File: src/hw/sa_pkg.sv
// shared codes, register map and structs for the sample-acquisition front end
// switch codes assume PC BOOT is 0 and the AZ mux PC-OUT input is S1 (4'b1000)
// timing counts are in clk cycles and a phase lasts count+2 cycles
package sa_pkg;

  // pre-charge switch positions
  localparam logic SW_PC_BOOT   = 1'b0;
  localparam logic SW_PC_SIGNAL = 1'b1;

  // az mux code width and the PC-OUT select
  localparam int                 AZMUX_W      = 4;
  localparam logic [AZMUX_W-1:0] AZMUX_PC_OUT = 4'b1000;

  // timing and status widths
  localparam int CNT_W      = 32;
  localparam int PRE_W      = 24;
  localparam int MON_W      = 8;
  localparam int STAT_CNT_W = 16;

  ////////////////////
  // apb register map
  localparam int              APB_AW        = 12;
  localparam int              APB_DW        = 32;
  localparam logic [APB_AW-1:0] REG_CTRL      = 12'h000;
  localparam logic [APB_AW-1:0] REG_SAMPLE    = 12'h004;
  localparam logic [APB_AW-1:0] REG_PRECHARGE = 12'h008;
  localparam logic [APB_AW-1:0] REG_STATUS    = 12'h00C;

  typedef enum logic {
    MODE_PC_TEST = 1'b0,
    MODE_AZ      = 1'b1
  } sa_mode_e;

  typedef struct packed {
    logic [CNT_W-1:0] sample_duration;
    logic [PRE_W-1:0] precharge;
  } sa_timing_t;

  // physical switch command
  typedef struct packed {
    logic               pc;
    logic [AZMUX_W-1:0] azmux;
  } sa_switch_t;

  // what a sequencer offers to the arbiter
  typedef struct packed {
    sa_switch_t       sw;
    logic             led;
    logic [MON_W-1:0] monitor;
    logic             cycle_done;
  } sa_seq_out_t;

  typedef struct packed {
    logic [AZMUX_W-1:0] azmux_lo;
    sa_mode_e           mode;
    logic               run;
  } sa_ctrl_t;

  // switches parked with the signal protected
  localparam sa_switch_t SW_SAFE = '{pc: SW_PC_BOOT, azmux: AZMUX_PC_OUT};

  // phase engine states, each timed phase is a load state and a wait state
  typedef enum logic [3:0] {
    ST_IDLE,
    ST_PROTECT_LD,
    ST_PROTECT_WAIT,
    ST_SETTLE_LD,
    ST_SETTLE_WAIT,
    ST_HI_LD,
    ST_HI_WAIT,
    ST_REPROT_LD,
    ST_REPROT_WAIT,
    ST_LO_LD,
    ST_LO_WAIT,
    ST_END
  } sa_phase_e;

endpackage

File: src/hw/sa_apb_regs.sv
// apb3 slave with zero wait states, writes land on the cycle after the access phase
// unmapped addresses and writes to status return pslverr for that access only
// the completed-cycle count saturates at 16'hffff
module sa_apb_regs (
  input  logic                         clk,
  input  logic                         reset_n,
  input  logic [sa_pkg::APB_AW-1:0]    paddr_i,
  input  logic                         psel_i,
  input  logic                         penable_i,
  input  logic                         pwrite_i,
  input  logic [sa_pkg::APB_DW-1:0]    pwdata_i,
  input  logic                         cycle_pulse_i,
  input  sa_pkg::sa_mode_e             owner_i,
  output logic [sa_pkg::APB_DW-1:0]    prdata_o,
  output logic                         pready_o,
  output logic                         pslverr_o,
  output sa_pkg::sa_ctrl_t             ctrl_o,
  output sa_pkg::sa_timing_t           timing_o
);

  logic                              access;
  logic                              wr_en;
  logic                              hit_ctrl;
  logic                              hit_sample;
  logic                              hit_pre;
  logic                              hit_status;
  logic                              hit_any;
  sa_pkg::sa_ctrl_t                  ctrl_q;
  sa_pkg::sa_timing_t                timing_q;
  logic [sa_pkg::STAT_CNT_W-1:0]     cycle_cnt_q;

  ////////////////////
  // address decode

  // access phase of a transfer
  assign access = psel_i && penable_i;

  assign hit_ctrl   = (paddr_i == sa_pkg::REG_CTRL);
  assign hit_sample = (paddr_i == sa_pkg::REG_SAMPLE);
  assign hit_pre    = (paddr_i == sa_pkg::REG_PRECHARGE);
  assign hit_status = (paddr_i == sa_pkg::REG_STATUS);
  assign hit_any    = hit_ctrl || hit_sample || hit_pre || hit_status;

  // status is read only so a write there is dropped
  assign wr_en = access && pwrite_i && !hit_status;

  // no wait states
  assign pready_o = 1'b1;

  // error only flagged in the access phase
  assign pslverr_o = access && (!hit_any || (pwrite_i && hit_status));

  ////////////////////
  // register write

  always_ff @(posedge clk or posedge reset_n)
  begin
    if (reset_n)
    begin
      ctrl_q   <= '0;
      timing_q <= '0;
    end
    else if (wr_en)
    begin
      if (hit_ctrl)
      begin
        ctrl_q.run      <= pwdata_i[0];
        ctrl_q.mode     <= sa_pkg::sa_mode_e'(pwdata_i[1]);
        // bits 3:2 reserved
        ctrl_q.azmux_lo <= pwdata_i[7:4];
      end
      if (hit_sample)
      begin
        timing_q.sample_duration <= pwdata_i;
      end
      if (hit_pre)
      begin
        // upper byte ignored
        timing_q.precharge <= pwdata_i[sa_pkg::PRE_W-1:0];
      end
    end
  end

  // completed cycles as reported by the arbiter
  always_ff @(posedge clk or posedge reset_n)
  begin
    if (reset_n)
    begin
      cycle_cnt_q <= '0;
    end
    else if (cycle_pulse_i && (cycle_cnt_q != '1))
    begin
      cycle_cnt_q <= cycle_cnt_q + 1'b1;
    end
  end

  ////////////////////
  // read mux

  always_comb
  begin
    prdata_o = '0;
    case (paddr_i)
      sa_pkg::REG_CTRL:
        prdata_o = {24'b0, ctrl_q.azmux_lo, 2'b0, ctrl_q.mode, ctrl_q.run};
      sa_pkg::REG_SAMPLE:
        prdata_o = timing_q.sample_duration;
      sa_pkg::REG_PRECHARGE:
        prdata_o = {{(sa_pkg::APB_DW - sa_pkg::PRE_W){1'b0}}, timing_q.precharge};
      sa_pkg::REG_STATUS:
        prdata_o = {cycle_cnt_q, 15'b0, owner_i};
      default:
        prdata_o = '0;
    endcase
  end

  assign ctrl_o   = ctrl_q;
  assign timing_o = timing_q;

  // the bus master never raises penable outside a selected transfer
  a_penable_in_sel : assert property (@(posedge clk) disable iff (reset_n)
    penable_i |-> psel_i);

endmodule

File: src/hw/sa_pc_sequencer.sv
// charge-test sequencer, toggles only the pre-charge switch
// the az mux stays parked on PC-OUT so the hi input is seen through the PC switch
// timing is sampled at each phase load so register writes apply from the next phase
module sa_pc_sequencer (
  input  logic                  clk,
  input  logic                  reset_n,
  input  logic                  en_i,
  input  sa_pkg::sa_timing_t    timing_i,
  output sa_pkg::sa_seq_out_t   seq_o
);

  sa_pkg::sa_phase_e               state_q;
  logic [sa_pkg::CNT_W-1:0]        count_q;
  logic [sa_pkg::CNT_W-1:0]        pre_ext;
  logic                            count_zero;
  logic                            pc_q;
  logic                            led_q;
  logic [sa_pkg::MON_W-1:0]        mon_q;

  // precharge count widened to the counter
  assign pre_ext    = {{(sa_pkg::CNT_W - sa_pkg::PRE_W){1'b0}}, timing_i.precharge};
  assign count_zero = (count_q == '0);

  always_ff @(posedge clk or posedge reset_n)
  begin
    if (reset_n)
    begin
      state_q <= sa_pkg::ST_IDLE;
      count_q <= '0;
      pc_q    <= sa_pkg::SW_PC_BOOT;
      led_q   <= 1'b0;
      mon_q   <= '0;
    end
    else if (!en_i)
    begin
      // parked with the signal protected
      state_q <= sa_pkg::ST_IDLE;
      pc_q    <= sa_pkg::SW_PC_BOOT;
      led_q   <= 1'b0;
      mon_q   <= '0;
    end
    else
    begin
      // free-running decrement, overridden by each phase load
      count_q <= count_q - 1'b1;
      case (state_q)
        // first enabled cycle acts as the start state
        sa_pkg::ST_IDLE:
          state_q <= sa_pkg::ST_PROTECT_LD;

        ////////////////////
        // protect the signal before anything else
        sa_pkg::ST_PROTECT_LD:
        begin
          state_q <= sa_pkg::ST_PROTECT_WAIT;
          count_q <= pre_ext;
          pc_q    <= sa_pkg::SW_PC_BOOT;
          mon_q   <= '0;
        end
        sa_pkg::ST_PROTECT_WAIT:
          if (count_zero)
            state_q <= sa_pkg::ST_SETTLE_LD;

        // settle on boot, hi section starts here
        sa_pkg::ST_SETTLE_LD:
        begin
          state_q  <= sa_pkg::ST_SETTLE_WAIT;
          count_q  <= pre_ext;
          mon_q[0] <= 1'b1;
        end
        sa_pkg::ST_SETTLE_WAIT:
          if (count_zero)
            state_q <= sa_pkg::ST_HI_LD;

        // pc onto signal for the hi sample
        sa_pkg::ST_HI_LD:
        begin
          state_q  <= sa_pkg::ST_HI_WAIT;
          count_q  <= timing_i.sample_duration;
          pc_q     <= sa_pkg::SW_PC_SIGNAL;
          led_q    <= 1'b1;
          mon_q[1] <= 1'b1;
        end
        sa_pkg::ST_HI_WAIT:
          if (count_zero)
            state_q <= sa_pkg::ST_REPROT_LD;

        // back to boot
        sa_pkg::ST_REPROT_LD:
        begin
          state_q  <= sa_pkg::ST_REPROT_WAIT;
          count_q  <= pre_ext;
          pc_q     <= sa_pkg::SW_PC_BOOT;
          mon_q[1] <= 1'b0;
        end
        sa_pkg::ST_REPROT_WAIT:
          if (count_zero)
            state_q <= sa_pkg::ST_LO_LD;

        ////////////////////
        // lo sample time, switches unchanged
        sa_pkg::ST_LO_LD:
        begin
          state_q  <= sa_pkg::ST_LO_WAIT;
          count_q  <= timing_i.sample_duration;
          led_q    <= 1'b0;
          mon_q[0] <= 1'b0;
        end
        sa_pkg::ST_LO_WAIT:
          if (count_zero)
            state_q <= sa_pkg::ST_END;

        // cycle_done cycle, then straight into the next settle
        sa_pkg::ST_END:
          state_q <= sa_pkg::ST_SETTLE_LD;

        default:
          state_q <= sa_pkg::ST_IDLE;
      endcase
    end
  end

  assign seq_o.sw.pc      = pc_q;
  assign seq_o.sw.azmux   = sa_pkg::AZMUX_PC_OUT;
  assign seq_o.led        = led_q;
  assign seq_o.monitor    = mon_q;
  assign seq_o.cycle_done = (state_q == sa_pkg::ST_END);

  // signal time is confined to the hi phase and its closing load
  a_signal_in_hi : assert property (@(posedge clk) disable iff (reset_n)
    (pc_q == sa_pkg::SW_PC_SIGNAL) |->
      (state_q inside {sa_pkg::ST_HI_WAIT, sa_pkg::ST_REPROT_LD}));

endmodule

File: src/hw/sa_az_sequencer.sv
// auto-zero sequencer, alternates hi and lo samples with the az mux and PC switch
// the az mux only moves while PC is at BOOT so charge injection misses the signal
// azmux_lo_i is sampled at the protect and lo loads
module sa_az_sequencer (
  input  logic                          clk,
  input  logic                          reset_n,
  input  logic                          en_i,
  input  sa_pkg::sa_timing_t            timing_i,
  input  logic [sa_pkg::AZMUX_W-1:0]    azmux_lo_i,
  output sa_pkg::sa_seq_out_t           seq_o
);

  sa_pkg::sa_phase_e               state_q;
  logic [sa_pkg::CNT_W-1:0]        count_q;
  logic [sa_pkg::CNT_W-1:0]        pre_ext;
  logic                            count_zero;
  sa_pkg::sa_switch_t              sw_q;
  logic                            led_q;
  logic [sa_pkg::MON_W-1:0]        mon_q;

  assign pre_ext    = {{(sa_pkg::CNT_W - sa_pkg::PRE_W){1'b0}}, timing_i.precharge};
  assign count_zero = (count_q == '0);

  always_ff @(posedge clk or posedge reset_n)
  begin
    if (reset_n)
    begin
      state_q <= sa_pkg::ST_IDLE;
      count_q <= '0;
      sw_q    <= sa_pkg::SW_SAFE;
      led_q   <= 1'b0;
      mon_q   <= '0;
    end
    else if (!en_i)
    begin
      state_q <= sa_pkg::ST_IDLE;
      sw_q    <= sa_pkg::SW_SAFE;
      led_q   <= 1'b0;
      mon_q   <= '0;
    end
    else
    begin
      count_q <= count_q - 1'b1;
      case (state_q)
        sa_pkg::ST_IDLE:
          state_q <= sa_pkg::ST_PROTECT_LD;

        ////////////////////
        // pc to boot, mux to lo while protected
        sa_pkg::ST_PROTECT_LD:
        begin
          state_q  <= sa_pkg::ST_PROTECT_WAIT;
          count_q  <= pre_ext;
          sw_q.pc  <= sa_pkg::SW_PC_BOOT;
          sw_q.azmux <= azmux_lo_i;
          mon_q    <= '0;
          // lo input selected
          mon_q[2] <= 1'b1;
        end
        sa_pkg::ST_PROTECT_WAIT:
          if (count_zero)
            state_q <= sa_pkg::ST_SETTLE_LD;

        // mux from lo to PC-OUT, pc still on boot
        sa_pkg::ST_SETTLE_LD:
        begin
          state_q    <= sa_pkg::ST_SETTLE_WAIT;
          count_q    <= pre_ext;
          sw_q.azmux <= sa_pkg::AZMUX_PC_OUT;
          mon_q[0]   <= 1'b1;
          mon_q[2]   <= 1'b0;
        end
        sa_pkg::ST_SETTLE_WAIT:
          if (count_zero)
            state_q <= sa_pkg::ST_HI_LD;

        // hi sample through the pc switch
        sa_pkg::ST_HI_LD:
        begin
          state_q  <= sa_pkg::ST_HI_WAIT;
          count_q  <= timing_i.sample_duration;
          sw_q.pc  <= sa_pkg::SW_PC_SIGNAL;
          led_q    <= 1'b1;
          mon_q[1] <= 1'b1;
        end
        sa_pkg::ST_HI_WAIT:
          if (count_zero)
            state_q <= sa_pkg::ST_REPROT_LD;

        // protect again before the mux moves
        sa_pkg::ST_REPROT_LD:
        begin
          state_q  <= sa_pkg::ST_REPROT_WAIT;
          count_q  <= pre_ext;
          sw_q.pc  <= sa_pkg::SW_PC_BOOT;
          mon_q[1] <= 1'b0;
        end
        sa_pkg::ST_REPROT_WAIT:
          if (count_zero)
            state_q <= sa_pkg::ST_LO_LD;

        ////////////////////
        // lo measurement
        sa_pkg::ST_LO_LD:
        begin
          state_q    <= sa_pkg::ST_LO_WAIT;
          count_q    <= timing_i.sample_duration;
          sw_q.azmux <= azmux_lo_i;
          led_q      <= 1'b0;
          mon_q[0]   <= 1'b0;
          mon_q[2]   <= 1'b1;
        end
        sa_pkg::ST_LO_WAIT:
          if (count_zero)
            state_q <= sa_pkg::ST_END;

        sa_pkg::ST_END:
          state_q <= sa_pkg::ST_SETTLE_LD;

        default:
          state_q <= sa_pkg::ST_IDLE;
      endcase
    end
  end

  assign seq_o.sw         = sw_q;
  assign seq_o.led        = led_q;
  assign seq_o.monitor    = mon_q;
  assign seq_o.cycle_done = (state_q == sa_pkg::ST_END);

  // mux edges only land while pc is on boot on both sides of the edge
  a_mux_quiet : assert property (@(posedge clk) disable iff (reset_n)
    !$stable(sw_q.azmux) |->
      (sw_q.pc == sa_pkg::SW_PC_BOOT) && ($past(sw_q.pc) == sa_pkg::SW_PC_BOOT));

endmodule

File: src/hw/sa_switch_arbiter.sv
// hands the switch outputs to one sequencer at a time
// owner changes and run clears only take effect at the owner's cycle_done
// outputs are registered and park on BOOT and PC-OUT when nothing is granted
module sa_switch_arbiter (
  input  logic                          clk,
  input  logic                          reset_n,
  input  sa_pkg::sa_ctrl_t              ctrl_i,
  input  sa_pkg::sa_seq_out_t           pc_seq_i,
  input  sa_pkg::sa_seq_out_t           az_seq_i,
  output logic                          pc_en_o,
  output logic                          az_en_o,
  output sa_pkg::sa_mode_e              owner_o,
  output logic                          cycle_pulse_o,
  output logic                          sw_pc_ctl_o,
  output logic [sa_pkg::AZMUX_W-1:0]    azmux_o,
  output logic                          led0_o,
  output logic [sa_pkg::MON_W-1:0]      monitor_o
);

  sa_pkg::sa_mode_e      owner_q;
  logic                  granted_q;
  sa_pkg::sa_seq_out_t   sel;
  logic                  owner_done;

  // current owner's offer
  assign sel        = (owner_q == sa_pkg::MODE_AZ) ? az_seq_i : pc_seq_i;
  assign owner_done = granted_q && sel.cycle_done;

  always_ff @(posedge clk or posedge reset_n)
  begin
    if (reset_n)
    begin
      owner_q   <= sa_pkg::MODE_PC_TEST;
      granted_q <= 1'b0;
    end
    else if (!granted_q)
    begin
      // idle so a new run can start at once
      if (ctrl_i.run)
      begin
        granted_q <= 1'b1;
        owner_q   <= ctrl_i.mode;
      end
    end
    else if (owner_done)
    begin
      // cycle boundary where mode and run are picked up
      granted_q <= ctrl_i.run;
      if (ctrl_i.run)
        owner_q <= ctrl_i.mode;
    end
  end

  ////////////////////
  // output stage

  always_ff @(posedge clk or posedge reset_n)
  begin
    if (reset_n)
    begin
      sw_pc_ctl_o <= sa_pkg::SW_SAFE.pc;
      azmux_o     <= sa_pkg::SW_SAFE.azmux;
      led0_o      <= 1'b0;
      monitor_o   <= '0;
    end
    else if (granted_q)
    begin
      sw_pc_ctl_o <= sel.sw.pc;
      azmux_o     <= sel.sw.azmux;
      led0_o      <= sel.led;
      monitor_o   <= sel.monitor;
    end
    else
    begin
      sw_pc_ctl_o <= sa_pkg::SW_SAFE.pc;
      azmux_o     <= sa_pkg::SW_SAFE.azmux;
      led0_o      <= 1'b0;
      monitor_o   <= '0;
    end
  end

  assign pc_en_o       = granted_q && (owner_q == sa_pkg::MODE_PC_TEST);
  assign az_en_o       = granted_q && (owner_q == sa_pkg::MODE_AZ);
  assign owner_o       = owner_q;
  assign cycle_pulse_o = owner_done;

  a_one_enable : assert property (@(posedge clk) disable iff (reset_n)
    !(pc_en_o && az_en_o));

endmodule

File: src/hw/sa_top.sv
// sample-acquisition front end with apb control of timing and mode
// run is taken as synchronous to clk
// first switch change comes a few cycles after the run write
module sa_top (
  input  logic                          clk,
  input  logic                          reset_n,
  input  logic [sa_pkg::APB_AW-1:0]     paddr_i,
  input  logic                          psel_i,
  input  logic                          penable_i,
  input  logic                          pwrite_i,
  input  logic [sa_pkg::APB_DW-1:0]     pwdata_i,
  output logic [sa_pkg::APB_DW-1:0]     prdata_o,
  output logic                          pready_o,
  output logic                          pslverr_o,
  output logic                          sw_pc_ctl_o,
  output logic [sa_pkg::AZMUX_W-1:0]    azmux_o,
  output logic                          led0_o,
  output logic [sa_pkg::MON_W-1:0]      monitor_o
);

  sa_pkg::sa_ctrl_t      ctrl;
  sa_pkg::sa_timing_t    timing;
  sa_pkg::sa_seq_out_t   pc_seq;
  sa_pkg::sa_seq_out_t   az_seq;
  sa_pkg::sa_mode_e      owner;
  logic                  pc_en;
  logic                  az_en;
  logic                  cycle_pulse;

  // register block
  sa_apb_regs i_sa_apb_regs (
    .clk           (clk),
    .reset_n       (reset_n),
    .paddr_i       (paddr_i),
    .psel_i        (psel_i),
    .penable_i     (penable_i),
    .pwrite_i      (pwrite_i),
    .pwdata_i      (pwdata_i),
    .cycle_pulse_i (cycle_pulse),
    .owner_i       (owner),
    .prdata_o      (prdata_o),
    .pready_o      (pready_o),
    .pslverr_o     (pslverr_o),
    .ctrl_o        (ctrl),
    .timing_o      (timing)
  );

  ////////////////////
  // peer sequencers

  sa_pc_sequencer i_sa_pc_sequencer (
    .clk      (clk),
    .reset_n  (reset_n),
    .en_i     (pc_en),
    .timing_i (timing),
    .seq_o    (pc_seq)
  );

  sa_az_sequencer i_sa_az_sequencer (
    .clk        (clk),
    .reset_n    (reset_n),
    .en_i       (az_en),
    .timing_i   (timing),
    .azmux_lo_i (ctrl.azmux_lo),
    .seq_o      (az_seq)
  );

  // single owner of the switch pins
  sa_switch_arbiter i_sa_switch_arbiter (
    .clk           (clk),
    .reset_n       (reset_n),
    .ctrl_i        (ctrl),
    .pc_seq_i      (pc_seq),
    .az_seq_i      (az_seq),
    .pc_en_o       (pc_en),
    .az_en_o       (az_en),
    .owner_o       (owner),
    .cycle_pulse_o (cycle_pulse),
    .sw_pc_ctl_o   (sw_pc_ctl_o),
    .azmux_o       (azmux_o),
    .led0_o        (led0_o),
    .monitor_o     (monitor_o)
  );

endmodule

File: config.mk
export PLATFORM = sky130hd
export DESIGN_NAME = sa_top
export DESIGN_NICKNAME = d
export VERILOG_FILES = /design/src/hw/sa_pkg.sv /design/src/hw/sa_apb_regs.sv /design/src/hw/sa_pc_sequencer.sv /design/src/hw/sa_az_sequencer.sv /design/src/hw/sa_switch_arbiter.sv /design/src/hw/sa_top.sv
export SDC_FILE = /design/constraint.sdc
export NUM_CORES = 1
export LEC_CHECK = 0
export BUFFER_PORTS_ARGS = -buffer_cell sky130_fd_sc_hd__clkbuf_2
export CAP_MARGIN = 15
export CORE_UTILIZATION = 40
export DETAILED_ROUTE_END_ITERATION = 10
export SYNTH_ARGS = -nofsm -noshare
export SYNTH_HDL_FRONTEND = slang
export SYNTH_SLANG_ARGS = --single-unit
export TNS_END_PERCENT = 30
File: constraint.sdc
create_clock -name clk -period 4.9 [get_ports clk]
set_input_delay 0.49 -clock clk [delete_from_list [all_inputs] [get_ports clk]]
set_output_delay 0.49 -clock clk [all_outputs]
set_load 0.005 [all_outputs]
==> reports/metrics.yaml <==
status: "finished, final reports clean"
path_buf_inv: 2
irDropWorstVdd_mv: 0.172
initial_core_util_pct: 40.8
seq_power_share_pct: 43.7
power_density_mw_per_mm2: 335
ant_nets: 0
worst_path_most_repeated_cell: "clkbuf_2"
p_sw_uw: 1120
finalCriticalPeriod_ns: 2.99
drv_cap: 0
r2r-end: "i_sa_pc_sequencer.count_q[20]$_DFFE_PP0P_"
max_stage_delay_ns: 0.89
path_cells: "clkbuf_2 > nor2b_1 > a22oi_1 > nor2_1 > clkbuf_2"
clockBufferDepth: 2
drt-initial-drc-count: 721
grt_pass1_wl_um: 44800
drcViolationCount: 0
synthTopCellsByArea: "dfrtp_1, mux2_2, nor2_1, o21ai_0, a22oi_1"
fin_cells: 1368
reg2reg_depth: 5
post-route-cell-area_mm2: 0.0108
hold_class: "in -> async"
setup_tns_ns: 0
yosysTopAreaCell: "dfrtp_1"
vias: 8232
area_growth_syn_to_layout_pct: 12.9
postCtsSetupBuffers: 0
maxSlewViolCount: 0
rsz0062_at_grt: "false"
dp_hpwl_um: 19800
crit_path_start_kind: "input port"
synth_fa_ha_area_share_pct: 0.652
vias_per_cell: 6.02
dieWidth_um: 157
crit_path_top_delay_cell: "nor2b_1"
cts_max_level: 4
dieArea_mm2: 0.0246
critPathKind: "in -> out"
wl_per_cell_um: 20.7
synthMuxAreaShare_pct: 10.7
holdBufCountCts: 0
worstPathRequired_ns: 4.41
hold_viol: 0
dpl_cell_area_mm2: 0.0102
n_antenna_cell: 0
port_buffers: 90
r2r-start: "i_sa_pc_sequencer.state_q[3]$_DFFE_PP0P_"
grt_usage_pct: 24.0
synthFlopType: "dfrtp_1"
finalPower_uw: 3620
ctsResizeCount: 0
period_share_pct: 61.1
cts_made_buffers: 17
synth_edf_count: 0
synth_xor_area_share_pct: 1.64
syn_area_per_cell_um2: 9.70
ys_warn_count: 0
cts_tree: "built"
clkTransAtPathRegs_ns: 0.07
antenna_found_initial: 0
path_max_fanout: 27
synth_top_area_share_pct: 44.1
fin_nets: 1090
synthCells: 988
drt_pass1_iterations: 7
die_h_um: 157
grt_overflow_total: 0
synth_cell_types: 75
synth-seq-cells: 171
drt_wl_total_um: 28300
grt_max_degree: 172
async_flop_share_pct: 100
synth-compound-area-share_pct: 19.1
ioPinCount: 97
clkPwrFrac_pct: 37.6
fp-row-count: 56
clk_latency_ns: 0.44
root_buffer: "clkbuf_16"
critPathArrivalTime_ns: 2.50
synth_top_family_by_area: "compound AO/OA/AOI/OAI gates"
p_int_uw: 2500
numClockSinks: 171
p_sw_share_pct: 31.0
seq_area_frac_synth_pct: 44.7
pwr-share-comb_pct: 18.7
grt_pass1_vias: 7717
layout-drive-gt1-share_pct: 22.2
dp.cells: 1336
critical_path.endpoint_type: "output port"
setup_viol: 0
fmax_mhz: 334
clock_skew_ns: 0.0130
cp_top_family: "simple AND/OR/NAND/NOR gates"
core_area_mm2: 0.0235
netlist_area_mm2: 0.00959
place_congestion: 0.860
power.leakage_uw: 0.00480
relSlewSlack_pct: 26.1
tightestPinTransition_ns: 1.11
synthSimpleGateAreaFrac_pct: 18.7
rrSetupSlack_ns: 2.25
==> layout make-up <==
| class | instances | area [um^2] |
|---|---|---|
| Timing Repair Buffer | 100 | 538 |
| Inverter | 24 | 93.8 |
| Sequential cell | 171 | 4280 |
| Multi-Input combinational cell | 722 | 4920 |
| Tap cell | 319 | 399 |
| Clock buffer | 21 | 480 |
| Fill cell | 2248 | 12700 |
| Clock inverter | 11 | 109 |
==> layout by cell type (no fill, tap or decap), types with 7 or more instances in the layout <==
cell type	count
dfrtp_1	169
nor2_1	91
clkbuf_2	90
o21ai_0	67
mux2_2	66
nand2_1	61
nor3_1	40
a21oi_1	37
a22oi_1	33
inv_1	23
nand3_1	19
a31oi_1	19
nand4_1	17
clkbuf_16	17
nor4_1	16
mux2i_1	16
xnor2_1	13
a222oi_1	13
and3_1	12
or3_1	12
o311ai_0	12
or4_1	11
nor2b_1	11
a221oi_1	11
a221o_1	11
a22o_1	10
buf_4	9
o21a_1	8
and2_1	7
nand2b_1	7
==> cells by family (layout without fill, tap and decap cells) <==
family	after synthesis	count (layout)
multiplexers	90	90
buffers and inverters	99	156
AND/OR/NAND/NOR	341	341
adder cells (fa/ha/maj)	5	5
XOR/XNOR	18	18
flip-flops	171	171
other	2	6
AO/OA/AOI/OAI	262	262
==> layer usage <==
| metal | global-route usage, % | vias to the layer above | share of wire (%) |
|---|---|---|---|
| li1 | - | 3809 | - |
| met1 | 34.1 | 4120 | 45 |
| met2 | 36.7 | 262 | 46 |
| met3 | 4.65 | 41 | 6.2 |
| met4 | 7.56 | 0 | 2.3 |
| met5 | 0 | - | 0 |
==> power groups by stage <==
stage	logic [uW]	registers (uW)	clock network [uW]
finish	676	1580	1360
global route	755	1600	1430
CTS	678	1580	1370
detailed placement	673	1610	0
global placement	667	1600	0
floorplan	519	1570	0
==> through the flow <==
step	hold slack [ns]	setup slack (ns)	util [%]
6_report	0.198	1.91	46.1
5_1_grt	0.278	1.70	46.1
4_1_cts	0.275	1.93	46.1
3_5_place_dp	0.459	1.57	43.6
3_3_place_gp	0.458	1.61	43.6
2_1_floorplan	0.440	2.23	-
==> sequential cells by signal (all words and copies together), names as in the netlist, 3 cells and up <==
| register | cells |
|---|---|
| i_sa_az_sequencer.mon_q | 3 |
| i_sa_pc_sequencer.count_q | 32 |
| i_sa_apb_regs.cycle_cnt_q | 16 |
| i_sa_az_sequencer.count_q | 32 |
| i_sa_apb_regs.ctrl_o | 6 |
| i_sa_az_sequencer.seq_o | 4 |
| i_sa_pc_sequencer.state_q | 4 |
| i_sa_apb_regs.timing_o | 56 |
| i_sa_switch_arbiter.monitor_o | 3 |
| i_sa_az_sequencer.state_q | 4 |
| i_sa_switch_arbiter.azmux_o | 4 |
==> cell usage after synthesis (all sizes together) (5+ instances only) <==
master,instances
nand4,17
inv,24
xnor2,13
or4,12
nand3b,5
a22oi,33
o311ai,12
mux2,73
ha,5
and2,8
and3,12
nor4,22
mux2i,16
nand2,62
xor2,5
a221o,11
clkbuf,54
or3,12
a22o,11
o211ai,5
nand2b,7
a31oi,19
nor3,41
buf,21
o21a,8
dfrtp,169
o21ai,67
nand3,20
a222oi,13
o22a,5
a221oi,11
nor2b,15
nor2,94
a21oi,37
==> how the worst max path moves through the flow <==
stage                     from                                endpoint  slack (ns)  cells after the start
floorplan              reset_n     i_sa_apb_regs.ctrl_o[0]$_DFFE_PP0P_        2.23                      1
global placement    paddr_i[7]  i_sa_apb_regs.timing_o[51]$_DFFE_PP0P_        1.61                      7
detailed placement  paddr_i[7]  i_sa_apb_regs.timing_o[41]$_DFFE_PP0P_        1.57                      7
CTS                 paddr_i[3]                            prdata_o[15]        1.93                      5
global route        paddr_i[3]                             prdata_o[3]        1.70                      5
finish              paddr_i[3]                            prdata_o[15]        1.91                      5
==> tightest hold or removal path: stages <==
cell and delay [ns]:
clkbuf_2 0.10, clkinvlp_4 0.08, buf_12 0.52
Note: power is estimated with default switching activity, not from simulation.
